===== src/logic/wisc_pkg.sv =====
// Shared ISA definitions; opcodes 7, 13 and 14 decode as no-ops and all addresses are word addresses
package wisc_pkg;

	localparam int DATA_W = 16;
	localparam int REG_W  = 4;
	localparam int ADDR_W = 16;

	localparam logic [3:0] OP_ADD = 4'd0;
	localparam logic [3:0] OP_SUB = 4'd1;
	localparam logic [3:0] OP_AND = 4'd2;
	localparam logic [3:0] OP_NOR = 4'd3;
	localparam logic [3:0] OP_SLL = 4'd4;
	localparam logic [3:0] OP_SRL = 4'd5;
	localparam logic [3:0] OP_SRA = 4'd6;
	localparam logic [3:0] OP_LW  = 4'd8;
	localparam logic [3:0] OP_SW  = 4'd9;
	localparam logic [3:0] OP_LHB = 4'd10;
	localparam logic [3:0] OP_LLB = 4'd11;
	localparam logic [3:0] OP_B   = 4'd12;
	localparam logic [3:0] OP_HLT = 4'd15;

	localparam logic [2:0] CND_NE = 3'd0;
	localparam logic [2:0] CND_EQ = 3'd1;
	localparam logic [2:0] CND_GT = 3'd2;
	localparam logic [2:0] CND_LT = 3'd3;
	localparam logic [2:0] CND_GE = 3'd4;
	localparam logic [2:0] CND_LE = 3'd5;
	localparam logic [2:0] CND_OV = 3'd6;
	localparam logic [2:0] CND_AL = 3'd7;

	typedef struct packed {
		logic [3:0]       opcode;
		logic [REG_W-1:0] rd;
		logic [REG_W-1:0] rs;
		logic [REG_W-1:0] rt;      // rt, or shift amount for shifts
	} instr_r_t;

	typedef struct packed {
		logic [3:0]       opcode;
		logic [REG_W-1:0] rt;      // Load dest or store data
		logic [REG_W-1:0] rs;      // Base register
		logic [3:0]       offset;  // Signed word offset
	} instr_m_t;

	typedef struct packed {
		logic [3:0]       opcode;
		logic [REG_W-1:0] rd;
		logic [7:0]       imm;
	} instr_i_t;

	typedef struct packed {
		logic [3:0] opcode;
		logic [2:0] cond;
		logic [8:0] offset;        // Signed, relative to pc + 1
	} instr_b_t;

	typedef union packed {
		instr_r_t r;
		instr_m_t m;
		instr_i_t i;
		instr_b_t b;
	} instr_u;

endpackage


===== src/logic/execute_unit.sv =====
// Flags change only on valid ALU opcodes; V is written by ADD and SUB alone
`timescale 1ns/1ps

module execute_unit import wisc_pkg::*; (
	input  logic              clk,
	input  logic              rst,
	input  logic              id_valid,
	input  instr_u            id_instr,
	input  logic [ADDR_W-1:0] id_pc,
	input  logic [DATA_W-1:0] id_rs_data,
	input  logic [DATA_W-1:0] id_rt_data,
	input  logic [DATA_W-1:0] id_imm,
	input  logic [3:0]        id_alu_op,
	input  logic              id_alu_src,
	input  logic              id_reg_we,
	input  logic              id_mem_we,
	input  logic              id_mem_re,
	input  logic              id_branch,
	input  logic              id_half,
	input  logic              id_half_hi,
	input  logic [REG_W-1:0]  id_rd,
	input  logic              id_hlt,
	output logic              br_taken,
	output logic [ADDR_W-1:0] br_target,
	output logic              ex_valid,
	output logic              ex_reg_we,
	output logic              ex_mem_we,
	output logic              ex_mem_re,
	output logic [REG_W-1:0]  ex_rd,
	output logic [DATA_W-1:0] ex_alu,
	output logic [DATA_W-1:0] ex_sw_data,
	output logic              ex_hlt
);

	logic [DATA_W-1:0] opnd_b, sum, diff, alu_res;
	logic              add_v, sub_v, cond_ok, sets_flags;
	logic              flag_z, flag_n, flag_v;

	always_comb begin
		opnd_b = id_alu_src ? id_imm : id_rt_data;
		sum    = id_rs_data + opnd_b;
		diff   = id_rs_data - opnd_b;
		add_v  = (id_rs_data[DATA_W-1] == opnd_b[DATA_W-1]) &&
		         (sum[DATA_W-1] != id_rs_data[DATA_W-1]);
		sub_v  = (id_rs_data[DATA_W-1] != opnd_b[DATA_W-1]) &&
		         (diff[DATA_W-1] != id_rs_data[DATA_W-1]);

		case (id_alu_op)
			OP_SUB:  alu_res = diff;
			OP_AND:  alu_res = id_rs_data & opnd_b;
			OP_NOR:  alu_res = ~(id_rs_data | opnd_b);
			OP_SLL:  alu_res = id_rs_data << opnd_b[3:0];
			OP_SRL:  alu_res = id_rs_data >> opnd_b[3:0];
			OP_SRA:  alu_res = $signed(id_rs_data) >>> opnd_b[3:0];
			default: alu_res = sum;  // ADD and memory address
		endcase
		if (id_half) begin
			alu_res = id_half_hi ? {id_imm[7:0], id_rt_data[7:0]}
			                     : {id_rt_data[DATA_W-1:8], id_imm[7:0]};
		end
	end

	assign sets_flags = id_valid && (id_instr.r.opcode inside
		{OP_ADD, OP_SUB, OP_AND, OP_NOR, OP_SLL, OP_SRL, OP_SRA});

	always_comb begin
		case (id_instr.b.cond)
			CND_NE:  cond_ok = !flag_z;
			CND_EQ:  cond_ok = flag_z;
			CND_GT:  cond_ok = !flag_z && !flag_n;
			CND_LT:  cond_ok = flag_n;
			CND_GE:  cond_ok = !flag_n;
			CND_LE:  cond_ok = flag_n || flag_z;
			CND_OV:  cond_ok = flag_v;
			default: cond_ok = 1'b1;  // Always
		endcase
	end

	// id_branch is already cleared on bubbles
	assign br_taken  = id_branch && cond_ok;
	assign br_target = id_pc + 1'b1 + {{(ADDR_W-9){id_instr.b.offset[8]}}, id_instr.b.offset};

	always_ff @(posedge clk) begin
		if (rst) begin
			flag_z <= 1'b0;
			flag_n <= 1'b0;
			flag_v <= 1'b0;
		end else if (sets_flags) begin
			flag_z <= alu_res == '0;
			flag_n <= alu_res[DATA_W-1];
			if (id_instr.r.opcode == OP_ADD) begin
				flag_v <= add_v;
			end else if (id_instr.r.opcode == OP_SUB) begin
				flag_v <= sub_v;
			end
		end
	end

	// EX/MEM
	always_ff @(posedge clk) begin
		if (rst) begin
			ex_valid  <= 1'b0;
			ex_reg_we <= 1'b0;
			ex_mem_we <= 1'b0;
			ex_mem_re <= 1'b0;
			ex_hlt    <= 1'b0;
		end else begin
			ex_valid  <= id_valid;
			ex_reg_we <= id_reg_we;
			ex_mem_we <= id_mem_we;
			ex_mem_re <= id_mem_re;
			ex_hlt    <= id_hlt;
		end
	end

	always_ff @(posedge clk) begin
		ex_rd      <= id_rd;
		ex_alu     <= alu_res;
		ex_sw_data <= id_rt_data;
	end

endmodule


===== config.mk =====
export PLATFORM = sky130hd
export DESIGN_NAME = execute_unit
export DESIGN_NICKNAME = d
export VERILOG_FILES = /design/src/logic/wisc_pkg.sv /design/src/logic/execute_unit.sv
export SDC_FILE = /design/constraint.sdc
export NUM_CORES = 1
export LEC_CHECK = 0
export BUFFER_PORTS_ARGS = -buffer_cell sky130_fd_sc_hd__buf_2
export CORE_UTILIZATION = 55
export CTS_CLUSTER_DIAMETER = 150
export DETAILED_ROUTE_END_ITERATION = 6
export PLACE_DENSITY = 0.79
export SLEW_MARGIN = 20
export SYNTH_ARGS = -nofsm -noshare
export SYNTH_HDL_FRONTEND = slang
export SYNTH_SLANG_ARGS = --single-unit

===== constraint.sdc =====
create_clock -name clk -period 4.8 [get_ports clk]
set_input_delay 0.24 -clock clk [delete_from_list [all_inputs] [get_ports clk]]
set_output_delay 0.24 -clock clk [all_outputs]
set_load 0.01 [all_outputs]

* Word-level counts from Yosys, hierarchy flattened *
Index checks and enable logic that the tools add are counted.

word-level totals
  register bits after elaboration = 44
  input bits = 99
  output and inout port bits = 58
  logic and storage cells = 64

cells by class
  $add $sub $neg = 4
  equality and inequality tests = 22
  shifts and indexed selects = 3
  muxes and demuxes = 7
  bitwise operators = 3
  reductions and logical operators = 14

operators by type and width
  kind                                                                    number
  16-bit one-hot mux with 6 select lines                                  1
  16-bit 2-to-1 mux                                                       3
  16-bit adder                                                            2
  4-bit by 3-bit equality test with 1-bit output (second input constant)  6
  16-bit by 1-bit adder with 16-bit output (second input constant)        1
  16-bit AND                                                              1
  4-bit by 2-bit equality test with 1-bit output (second input constant)  4
  16-bit zero test                                                        1
  16-bit NOT                                                              1
  16-bit bitwise OR                                                       1
  16-bit by 4-bit left shift with 16-bit output                           1
  16-bit by 4-bit right shift with 16-bit output                          1
  16-bit by 4-bit >>> shifter with 16-bit output                          1
  16-bit subtractor                                                       1
  3-bit equality test (second input constant)                             3
  4-bit by 1-bit equality test with 1-bit output (second input constant)  2
  1-bit one-hot mux with 7 select lines                                   1
  7-bit nonzero test                                                      1
  3-bit by 2-bit equality test with 1-bit output (second input constant)  2
  1-bit logical AND                                                       5
  4-bit zero test                                                         1
  3-bit by 1-bit equality test with 1-bit output (second input constant)  1
  3-bit zero test                                                         1
  1-bit != test                                                           3
  other kinds (6)                                                         8

* Logic depth before layout (Yosys ltp) *
Gate-level depths: netlist of run 1.

  word-level depth = 6
  mapped depth = 18
  gate-level depth less buffers = 15

* Least setup slack after synthesis of run 1 *
Ideal clock, no wire load.

  path type = input to register
  from = input port id_alu_src
  to = register flag_z
  library setup time = 84 ps
  data arrival time = 3,981 ps
  required time = 4,716 ps
  path slack = 735 ps
  stages on the path = 15
  buffers on the path = 4
  path through = buf_6 -> mux2i_4 -> buf_2 -> buf_2 -> buf_1 -> fa_1 -> a32oi_1 -> nand2b_1 -> a311oi_1 -> a221oi_2 -> or3_1 -> or4_1 -> nor4b_2 -> nand4bb_1 -> o31ai_2

on the way
  longest elaborated chain between the ends = 6
  elaborated cells between the ends (all ways) = 12
  those cells by class = 2 x add/sub; 3 x shift; 3 x mux; 3 x bitwise; 1 x reduce/logical

RTL lines
  item                                                  RTL line            RTL
  from (decl)                                           execute_unit.sv:14  input logic id_alu_src,
  16-bit 2-to-1 mux (*)                                 execute_unit.sv:40  opnd_b = id_alu_src ? id_imm : id_rt_data;
  branches (longest 2 deep; another with 16-bit adder)  --
  16-bit one-hot mux with 6 select lines (*)            execute_unit.sv:48  case (id_alu_op)
  16-bit 2-to-1 mux (*)                                 execute_unit.sv:57  if (id_half) begin
  net alu_res[1]                                        execute_unit.sv:35  logic [DATA_W-1:0] opnd_b, sum, diff, alu_res;
  16-bit zero test (*)                                  execute_unit.sv:89  flag_z <= alu_res == '0;
  to (signal assigned)                                  execute_unit.sv:85  flag_z <= 1'b0;
  to (signal assigned)                                  execute_unit.sv:89
  to (decl)                                             execute_unit.sv:37  logic flag_z, flag_n, flag_v;

Mark *: on every way through the listed nets, which the timed path passes.
A chain may end at the register's enable or synchronous reset.

* Worst setup path in the final report of run 1 *
Same ends and word-level chain as after synthesis.

==> impl_metrics.json, run 1 <==
{
  "status": "finished, final reports clean",
  "p_seq_share_pct": 26.0,
  "synth_compound_area_share_pct": 27.2,
  "rows": 38,
  "synth.most_common_cell": "mux2i_1",
  "dieArea_sq_um": 11500,
  "root_buffer": "clkbuf_8",
  "clkTransAtPathRegs_ns": 0.09,
  "cts.sinks": 44,
  "worstPathMaxFanout": 10,
  "ys_seq_area_share_pct": 14.4,
  "grt_max_degree": 33,
  "muxShareOfSynthArea_pct": 16.0,
  "clk_latency_ns": 0.30,
  "syn-cell-area_sq_um": 6110,
  "end_kind": "flop",
  "dr.pass1.iters": 6,
  "syn-mean-instance-area_sq_um": 7.78,
  "synth_area_leaders": "dfxtp_1 14%, ha_1 13%, mux2i_1 13%",
  "ys_types": 76,
  "slew_headroom_pct": 32.6,
  "syn_inst": 785,
  "pre_cts_ws_ns": 0.489,
  "p_leak_uw": 0.00333,
  "power_density_nw_per_um2": 219,
  "arrival_ns": 4.34,
  "hold_class": "in -> reg",
  "drive_gt1_share_pct": 22.5,
  "setup_ws_ns": 0.676,
  "synth_fp_nets": 950,
  "drc_errors": 0,
  "drt-total-wl_microns": 22500,
  "cts_buffers": 5,
  "numPortBuffers": 156,
  "fp.dieW_microns": 107,
  "comb_power_share_pct": 55.4,
  "max_freq_mhz": 243,
  "tightest_slew_ns": 0.998,
  "start_util_pct": 56.4,
  "diodes": 0,
  "fin_crit_ns": 4.12,
  "core_area_sq_um": 10800,
  "synth-xor-area-share_pct": 4.16,
  "async_flop_share_pct": 0,
  "max-clock-path-buffers": 2,
  "grtUsageTotal_pct": 39.1,
  "post-route-period-util_pct": 85.9,
  "required_ns": 5.01,
  "hpwlAfterDp_microns": 17700,
  "num_vias": 6949,
  "grt_pass1_vias": 6508,
  "drv_slew": 0,
  "synth-seq-cells": 44,
  "synthSimpleGateAreaFrac_pct": 17.6,
  "synth_ff_type": "dfxtp_1",
  "yosysWarningCount": 0,
  "hold_viol": 0,
  "finalSetupViolCount": 0,
  "internal-power_uw": 891,
  "vias_per_cell": 6.54,
  "netSwitchingPower_uw": 670,
  "netSwitchingFraction_pct": 42.9,
  "io_pins": 157,
  "cts_tree": "done",
  "antenna_found_initial": 0,
  "post_cts_buffers": 0,
  "synth_top_area_share_pct": 14.4,
  "holdWs_ns": 0.0377,
  "multiInputGateArea_sq_um": 4850,
  "final-seq-area_sq_um": 881,
  "critPathLaunchType": "input pin",
  "tns_ns": 0,
  "synth_edf_count": 0,
  "fillCellCount": 1004,
  "skew_ns": 0,
  "htree_levels": 2,
  "synth_fa_ha_area_share_pct": 14.0,
  "cts_resized": 0,
  "clock_power_share_pct": 18.7,
  "grt_overflow": 0,
  "ir_worst_vdd_mv": 0.212,
  "finalNetCount": 1086,
  "synth_top_area_cell": "dfxtp_1",
  "areaGrowthSynthToFinish_pct": 16.9,
  "cts_hold_buf": 0,
  "synth_common_cells": "77 x mux2i_1, 63 x ha_1, 63 x nand2_1, 63 x nor2_1, 57 x inv_1",
  "grt_pass1_wl_microns": 34900,
  "drt_iter0_drc": 912,
  "crit_type": "in -> reg",
  "gp_congestion": 1.03,
  "wl_per_cell_microns": 21.2,
  "rsz0062_at_grt": "no",
  "max_cap_viol_count": 0,
  "synth_top_family_by_area": "compound AO/OA/AOI/OAI gates",
  "fp.dieH_microns": 107,
  "postRouteAntennaNets": 0
}
[state kept, by name (all words and copies together), names as in the netlist]
register    cells
ex_alu         16
ex_sw_data     16
ex_rd           4
ex_hlt          1
ex_mem_re       1
ex_mem_we       1
ex_reg_we       1
ex_valid        1
flag_n          1
flag_v          1
flag_z          1
[final cells by class]
class	instances	area share, %
Multi-Input combinational cell	639	67.9
Sequential cell	44	12.3
Inverter	60	3.19
Clock inverter	3	0.648
Timing Repair Buffer	171	12.5
Tap cell	140	2.45
Clock buffer	5	0.964
[placed cells by master, fill, tap and decap left out, types with 4 or more instances in the layout]
cell	count
buf_2	156
mux2i_1	76
nor2_1	63
nand2_1	63
ha_1	63
inv_1	57
a21oi_1	50
dfxtp_1	44
o21ai_0	34
nand3_1	20
xnor2_1	19
nor3_1	18
a221oi_1	15
buf_4	15
o211ai_1	14
nor2b_1	13
a211oi_1	10
xor2_1	10
nand2b_1	10
a31oi_1	10
a22oi_1	9
or3_1	8
a211o_1	7
a32oi_1	7
a221o_1	7
a2111oi_0	6
o22ai_1	6
mux4_2	5
o21bai_1	5
o221ai_1	5
clkbuf_8	5
a311oi_1	4
nand4_1	4
nor4_1	4
o31a_1	4
o31ai_1	4
nand3b_1	4
[metrics by stage]
step	total power [uW]	utilization [%]	area (sq um)	instances
after floorplan	965	-	6110	785
after CTS	1540	65.9	7140	1062
after detailed placement	1250	64.8	7030	1054
after global placement	1250	64.8	7030	1054
final	1560	65.9	7140	1062
after global routing	1640	65.9	7140	1062
[worst max-delay path: stages]
cell and delay (ns):
buf_2 0.36, mux2i_1 0.48, ha_1 0.37, or3b_2 0.48, o221ai_1 0.28, o211ai_1 0.19, nand2_1 0.16, a21oi_1 0.11
o41ai_1 0.88, xor2_1 0.14, o311a_1 0.38, o31ai_2 0.26
[final timing paths]
path	startpoint	endpoint	slack (ns)	cells after the start
max	id_alu_src	flag_z	0.68	12
min	id_rd[1]	ex_rd[1]	0.04	1
max reg2reg	flag_n	flag_n	4.15	2
min reg2reg	flag_v	flag_v	0.46	2
[cells by family (layout without fill, tap and decap cells)]
group / Yosys count / count (layout)
AO/OA/AOI/OAI: 232 / 232
XOR/XNOR: 29 / 29
adder cells (fa/ha/maj): 67 / 67
buffers and inverters: 102 / 239
flip-flops: 44 / 44
multiplexers: 88 / 88
AND/OR/NAND/NOR: 223 / 223
[power groups by stage]
stage,sequential [uW],combinational (uW),clock (uW)
after floorplan,433,531,0
after global placement,414,831,0
after detailed placement,415,834,0
after CTS,406,840,292
after global routing,409,928,308
final,406,864,291
[layer usage]
metal / vias up / global-route usage, % / wire [microns]
met5: - / 0 / 0
met1: 3189 / 53.6 / 9070
li1: 3202 / - / -
met2: 480 / 59.9 / 9800
met4: 0 / 17.0 / 997
met3: 78 / 6.90 / 2630
Power figures use the tool's default switching activity.
==> inputs of run 2 (changes only) <==
--- a/config.mk
+++ b/config.mk
@@ -5,11 +5,12 @@
 export SDC_FILE = /design/constraint.sdc
 export NUM_CORES = 1
 export LEC_CHECK = 0
+export ABC_AREA = 1
 export BUFFER_PORTS_ARGS = -buffer_cell sky130_fd_sc_hd__buf_2
-export CORE_UTILIZATION = 55
+export CORE_UTILIZATION = 56
 export CTS_CLUSTER_DIAMETER = 150
 export DETAILED_ROUTE_END_ITERATION = 6
-export PLACE_DENSITY = 0.79
+export PLACE_DENSITY = 0.8
 export SLEW_MARGIN = 20
 export SYNTH_ARGS = -nofsm -noshare
 export SYNTH_HDL_FRONTEND = slang
==> run 2 against run 1 <==
Against the previous run: the flow now finishes with violations (design-rule violations); via count increased by 17%; final area increased by 3.5%; first-iteration DRC count increased by 14%; die area increased by 3.5%.
==> impl_metrics.json, run 2 <==
{
  "status": "finished with violations",
  "violations": "design-rule violations",
  "syn-cell-area_sq_um": 6440,
  "worst_path_max_delay_cell": "buf_2",
  "tns_ns": 0,
  "synth_fa_ha_area_share_pct": 13.2,
  "final_cell_mix": "295 x nand2_1, 190 x nand3_1, 156 x buf_2, 142 x inv_1, 96 x nor2_1",
  "max-clock-path-buffers": 2,
  "fp.dieW_microns": 109,
  "synth_common_cells": "295 x nand2_1, 190 x nand3_1, 142 x inv_1",
  "synth-xor-area-share_pct": 3.13,
  "max_freq_mhz": 293,
  "reg_top3": "ex_alu (16), ex_sw_data (16), ex_rd (4)",
  "synth_top_family_by_area": "simple AND/OR/NAND/NOR gates",
  "cts.sinks": 44,
  "rsz0062_at_grt": "no",
  "arrival_ns": 3.63,
  "cts_resized": 0,
  "power_uw": 1660,
  "final_cell_area_sq_um": 7390,
  "vias_per_cell": 5.84,
  "synth_edf_count": 0,
  "end_kind": "flop",
  "hold_class": "in -> reg",
  "areaGrowthSynthToFinish_pct": 14.7,
  "p_seq_share_pct": 24.5,
  "ys_seq_area_share_pct": 13.7,
  "synth_area_leaders": "nand2_1 17%, nand3_1 15%, dfxtp_1 14%",
  "dr.pass1.iters": 7,
  "cts_tree": "done",
  "clkTransAtPathRegs_ns": 0.06,
  "crit_type": "in -> reg",
  "power_density_nw_per_um2": 225,
  "fp.dieH_microns": 109,
  "rows": 38,
  "antenna_found_initial": 0,
  "p_leak_uw": 0.00411,
  "dieArea_sq_um": 11900,
  "crit_start": "id_alu_src",
  "drv_slew": 0,
  "drive_gt1_share_pct": 16.1,
  "grt_pass1_vias": 7134,
  "synth_compound_area_share_pct": 14.7,
  "syn_inst": 1123,
  "num_vias": 8145,
  "worstPathMaxFanout": 25,
  "slew_headroom_pct": 44.1,
  "yosysWarningCount": 0,
  "start_util_pct": 58.4,
  "ir_worst_vdd_mv": 0.284,
  "fin_crit_ns": 3.41,
  "fin_cells": 1395,
  "skew_ns": 0,
  "fillCellCount": 1087,
  "grt_overflow": 0,
  "final_common_cell": "nand2_1",
  "root_buffer": "clkbuf_16",
  "tightest_slew_ns": 0.838,
  "muxShareOfSynthArea_pct": 0,
  "reg2regPathDepth": 4,
  "io_pins": 157,
  "htree_levels": 2,
  "synth_top_area_share_pct": 17.2,
  "grtUsageTotal_pct": 38.2,
  "cts_buffers": 5,
  "post-route-period-util_pct": 71.0,
  "crit_top_cell": "nand3_1",
  "syn-mean-instance-area_sq_um": 5.74,
  "grt_pass1_wl_microns": 35100,
  "postRouteAntennaNets": 0,
  "hold_viol": 0,
  "core_area_sq_um": 11000,
  "drt_iter0_drc": 1043,
  "place_area_sq_um": 7220,
  "finalSetupViolCount": 0,
  "wl_per_cell_microns": 16.7,
  "clk_latency_ns": 0.28,
  "synth_top_area_cell": "nand2_1",
  "async_flop_share_pct": 0,
  "r2r_start": "flag_n",
  "max_cap_viol_count": 0,
  "netSwitchingPower_uw": 724,
  "gp_congestion": 1.04,
  "utilization_pct": 67.0,
  "synthSimpleGateAreaFrac_pct": 43.2,
  "ys_types": 43,
  "cts_hold_buf": 0,
  "synth-seq-cells": 44,
  "critPathLaunchType": "input pin",
  "internal-power_uw": 937,
  "clock_power_share_pct": 23.6,
  "holdCritStartpoint": "id_rd[2]",
  "post_cts_buffers": 0,
  "finalNetCount": 1419,
  "grt_max_degree": 36,
  "netSwitchingFraction_pct": 43.6,
  "hpwlAfterDp_microns": 19300,
  "dpl.cell_count": 1387,
  "diodes": 0,
  "drt-total-wl_microns": 23400,
  "synth_ff_type": "dfxtp_1",
  "synth.most_common_cell": "nand2_1",
  "synth_fp_nets": 1288,
  "holdPathStages": 1,
  "required_ns": 5.02,
  "crit_path_max_incr_delay_ns": 0.51,
  "crit_chain": "buf_2 -> inv_6 -> or2_2 -> o21ai_0 -> ha_1 -> inv_1 -> nor2_1 -> inv_1 -> nor2_1 -> nand3_1 -> nand3_1 -> nand2_1 -> nand3_1 -> nand4_1 -> a21oi_1 -> nand2_1 -> nor2_1 -> nand3_1 -> a21oi_1",
  "numPortBuffers": 156,
  "comb_power_share_pct": 52.0,
  "drc_errors": 1
}
[run 2: cell count changes after synthesis, moves of 14 or more]
| cell | previous run | this run |
|---|---|---|
| nand2_1 | 63 | 295 |
| nand3_1 | 20 | 190 |
| inv_1 | 57 | 142 |
| mux2i_1 | 77 | 0 |
| nor2_1 | 63 | 96 |
| o21ai_0 | 34 | 64 |
| a21oi_1 | 50 | 75 |
| nand4_1 | 4 | 23 |
| clkbuf_1 | 28 | 13 |
| a221oi_1 | 15 | 1 |
| xnor2_1 | 19 | 5 |
[run 2: cell families (layout without fill, tap and decap cells)]
family / Yosys count / count (layout)
compound gates: 170 / 170
xor+xnor: 23 / 23
fa+ha+maj: 66 / 66
buf+inv: 185 / 317
flops: 44 / 44
simple gates: 635 / 635
[run 2: path summary, 6_finish.rpt]
kind / endpoint / slack (ns)
setup / recovery: flag_z / 1.39
hold / removal: ex_rd[2] / 0.06
setup reg to reg: flag_n / 4.03
hold reg to reg: flag_z / 0.52
[run 2: layer usage]
layer / track usage [%] / routed length, microns
met1: 48.7 / 9160
met2: 61.8 / 10500
met3: 8.13 / 2620
met4: 16.9 / 1100
met5: 0 / 0
[run 2: stage by stage]
step	setup WS, ns	hold slack (ns)
final	1.39	0.0566
after global routing	1.17	0.0498
after CTS	1.56	0.0523
after detailed placement	1.33	0.347
after global placement	1.24	0.342
after floorplan	2.06	0.268
[run 2: area by class of cell]
| cell class | instances | area, sq um | share of cell area (%) |
|---|---|---|---|
| well taps | 140 | 175 | 2.37 |
| repair buffers | 162 | 826 | 11.2 |
| inverters | 147 | 557 | 7.53 |
| multi-input cells | 894 | 4780 | 64.7 |
| clock inverters | 3 | 46.3 | 0.626 |
| clock buffers | 5 | 125 | 1.69 |
| flip-flops and latches | 44 | 881 | 11.9 |
[run 2: critical path, delay by kind of cell]
| kind | cells | cell delay (ns) |
|---|---|---|
| buffers and inverters | 4 | 0.94 |
| AO/OA/AOI/OAI | 3 | 0.56 |
| AND/OR/NAND/NOR | 11 | 1.48 |
| adder cells (fa/ha/maj) | 1 | 0.39 |
[run 2: power groups by stage]
stage	Clock [uW]	Combinational [uW]	Sequential, uW
final	392	864	407
after global routing	409	943	410
after CTS	395	841	406
after detailed placement	0	835	415
after global placement	0	833	414
after floorplan	0	552	431
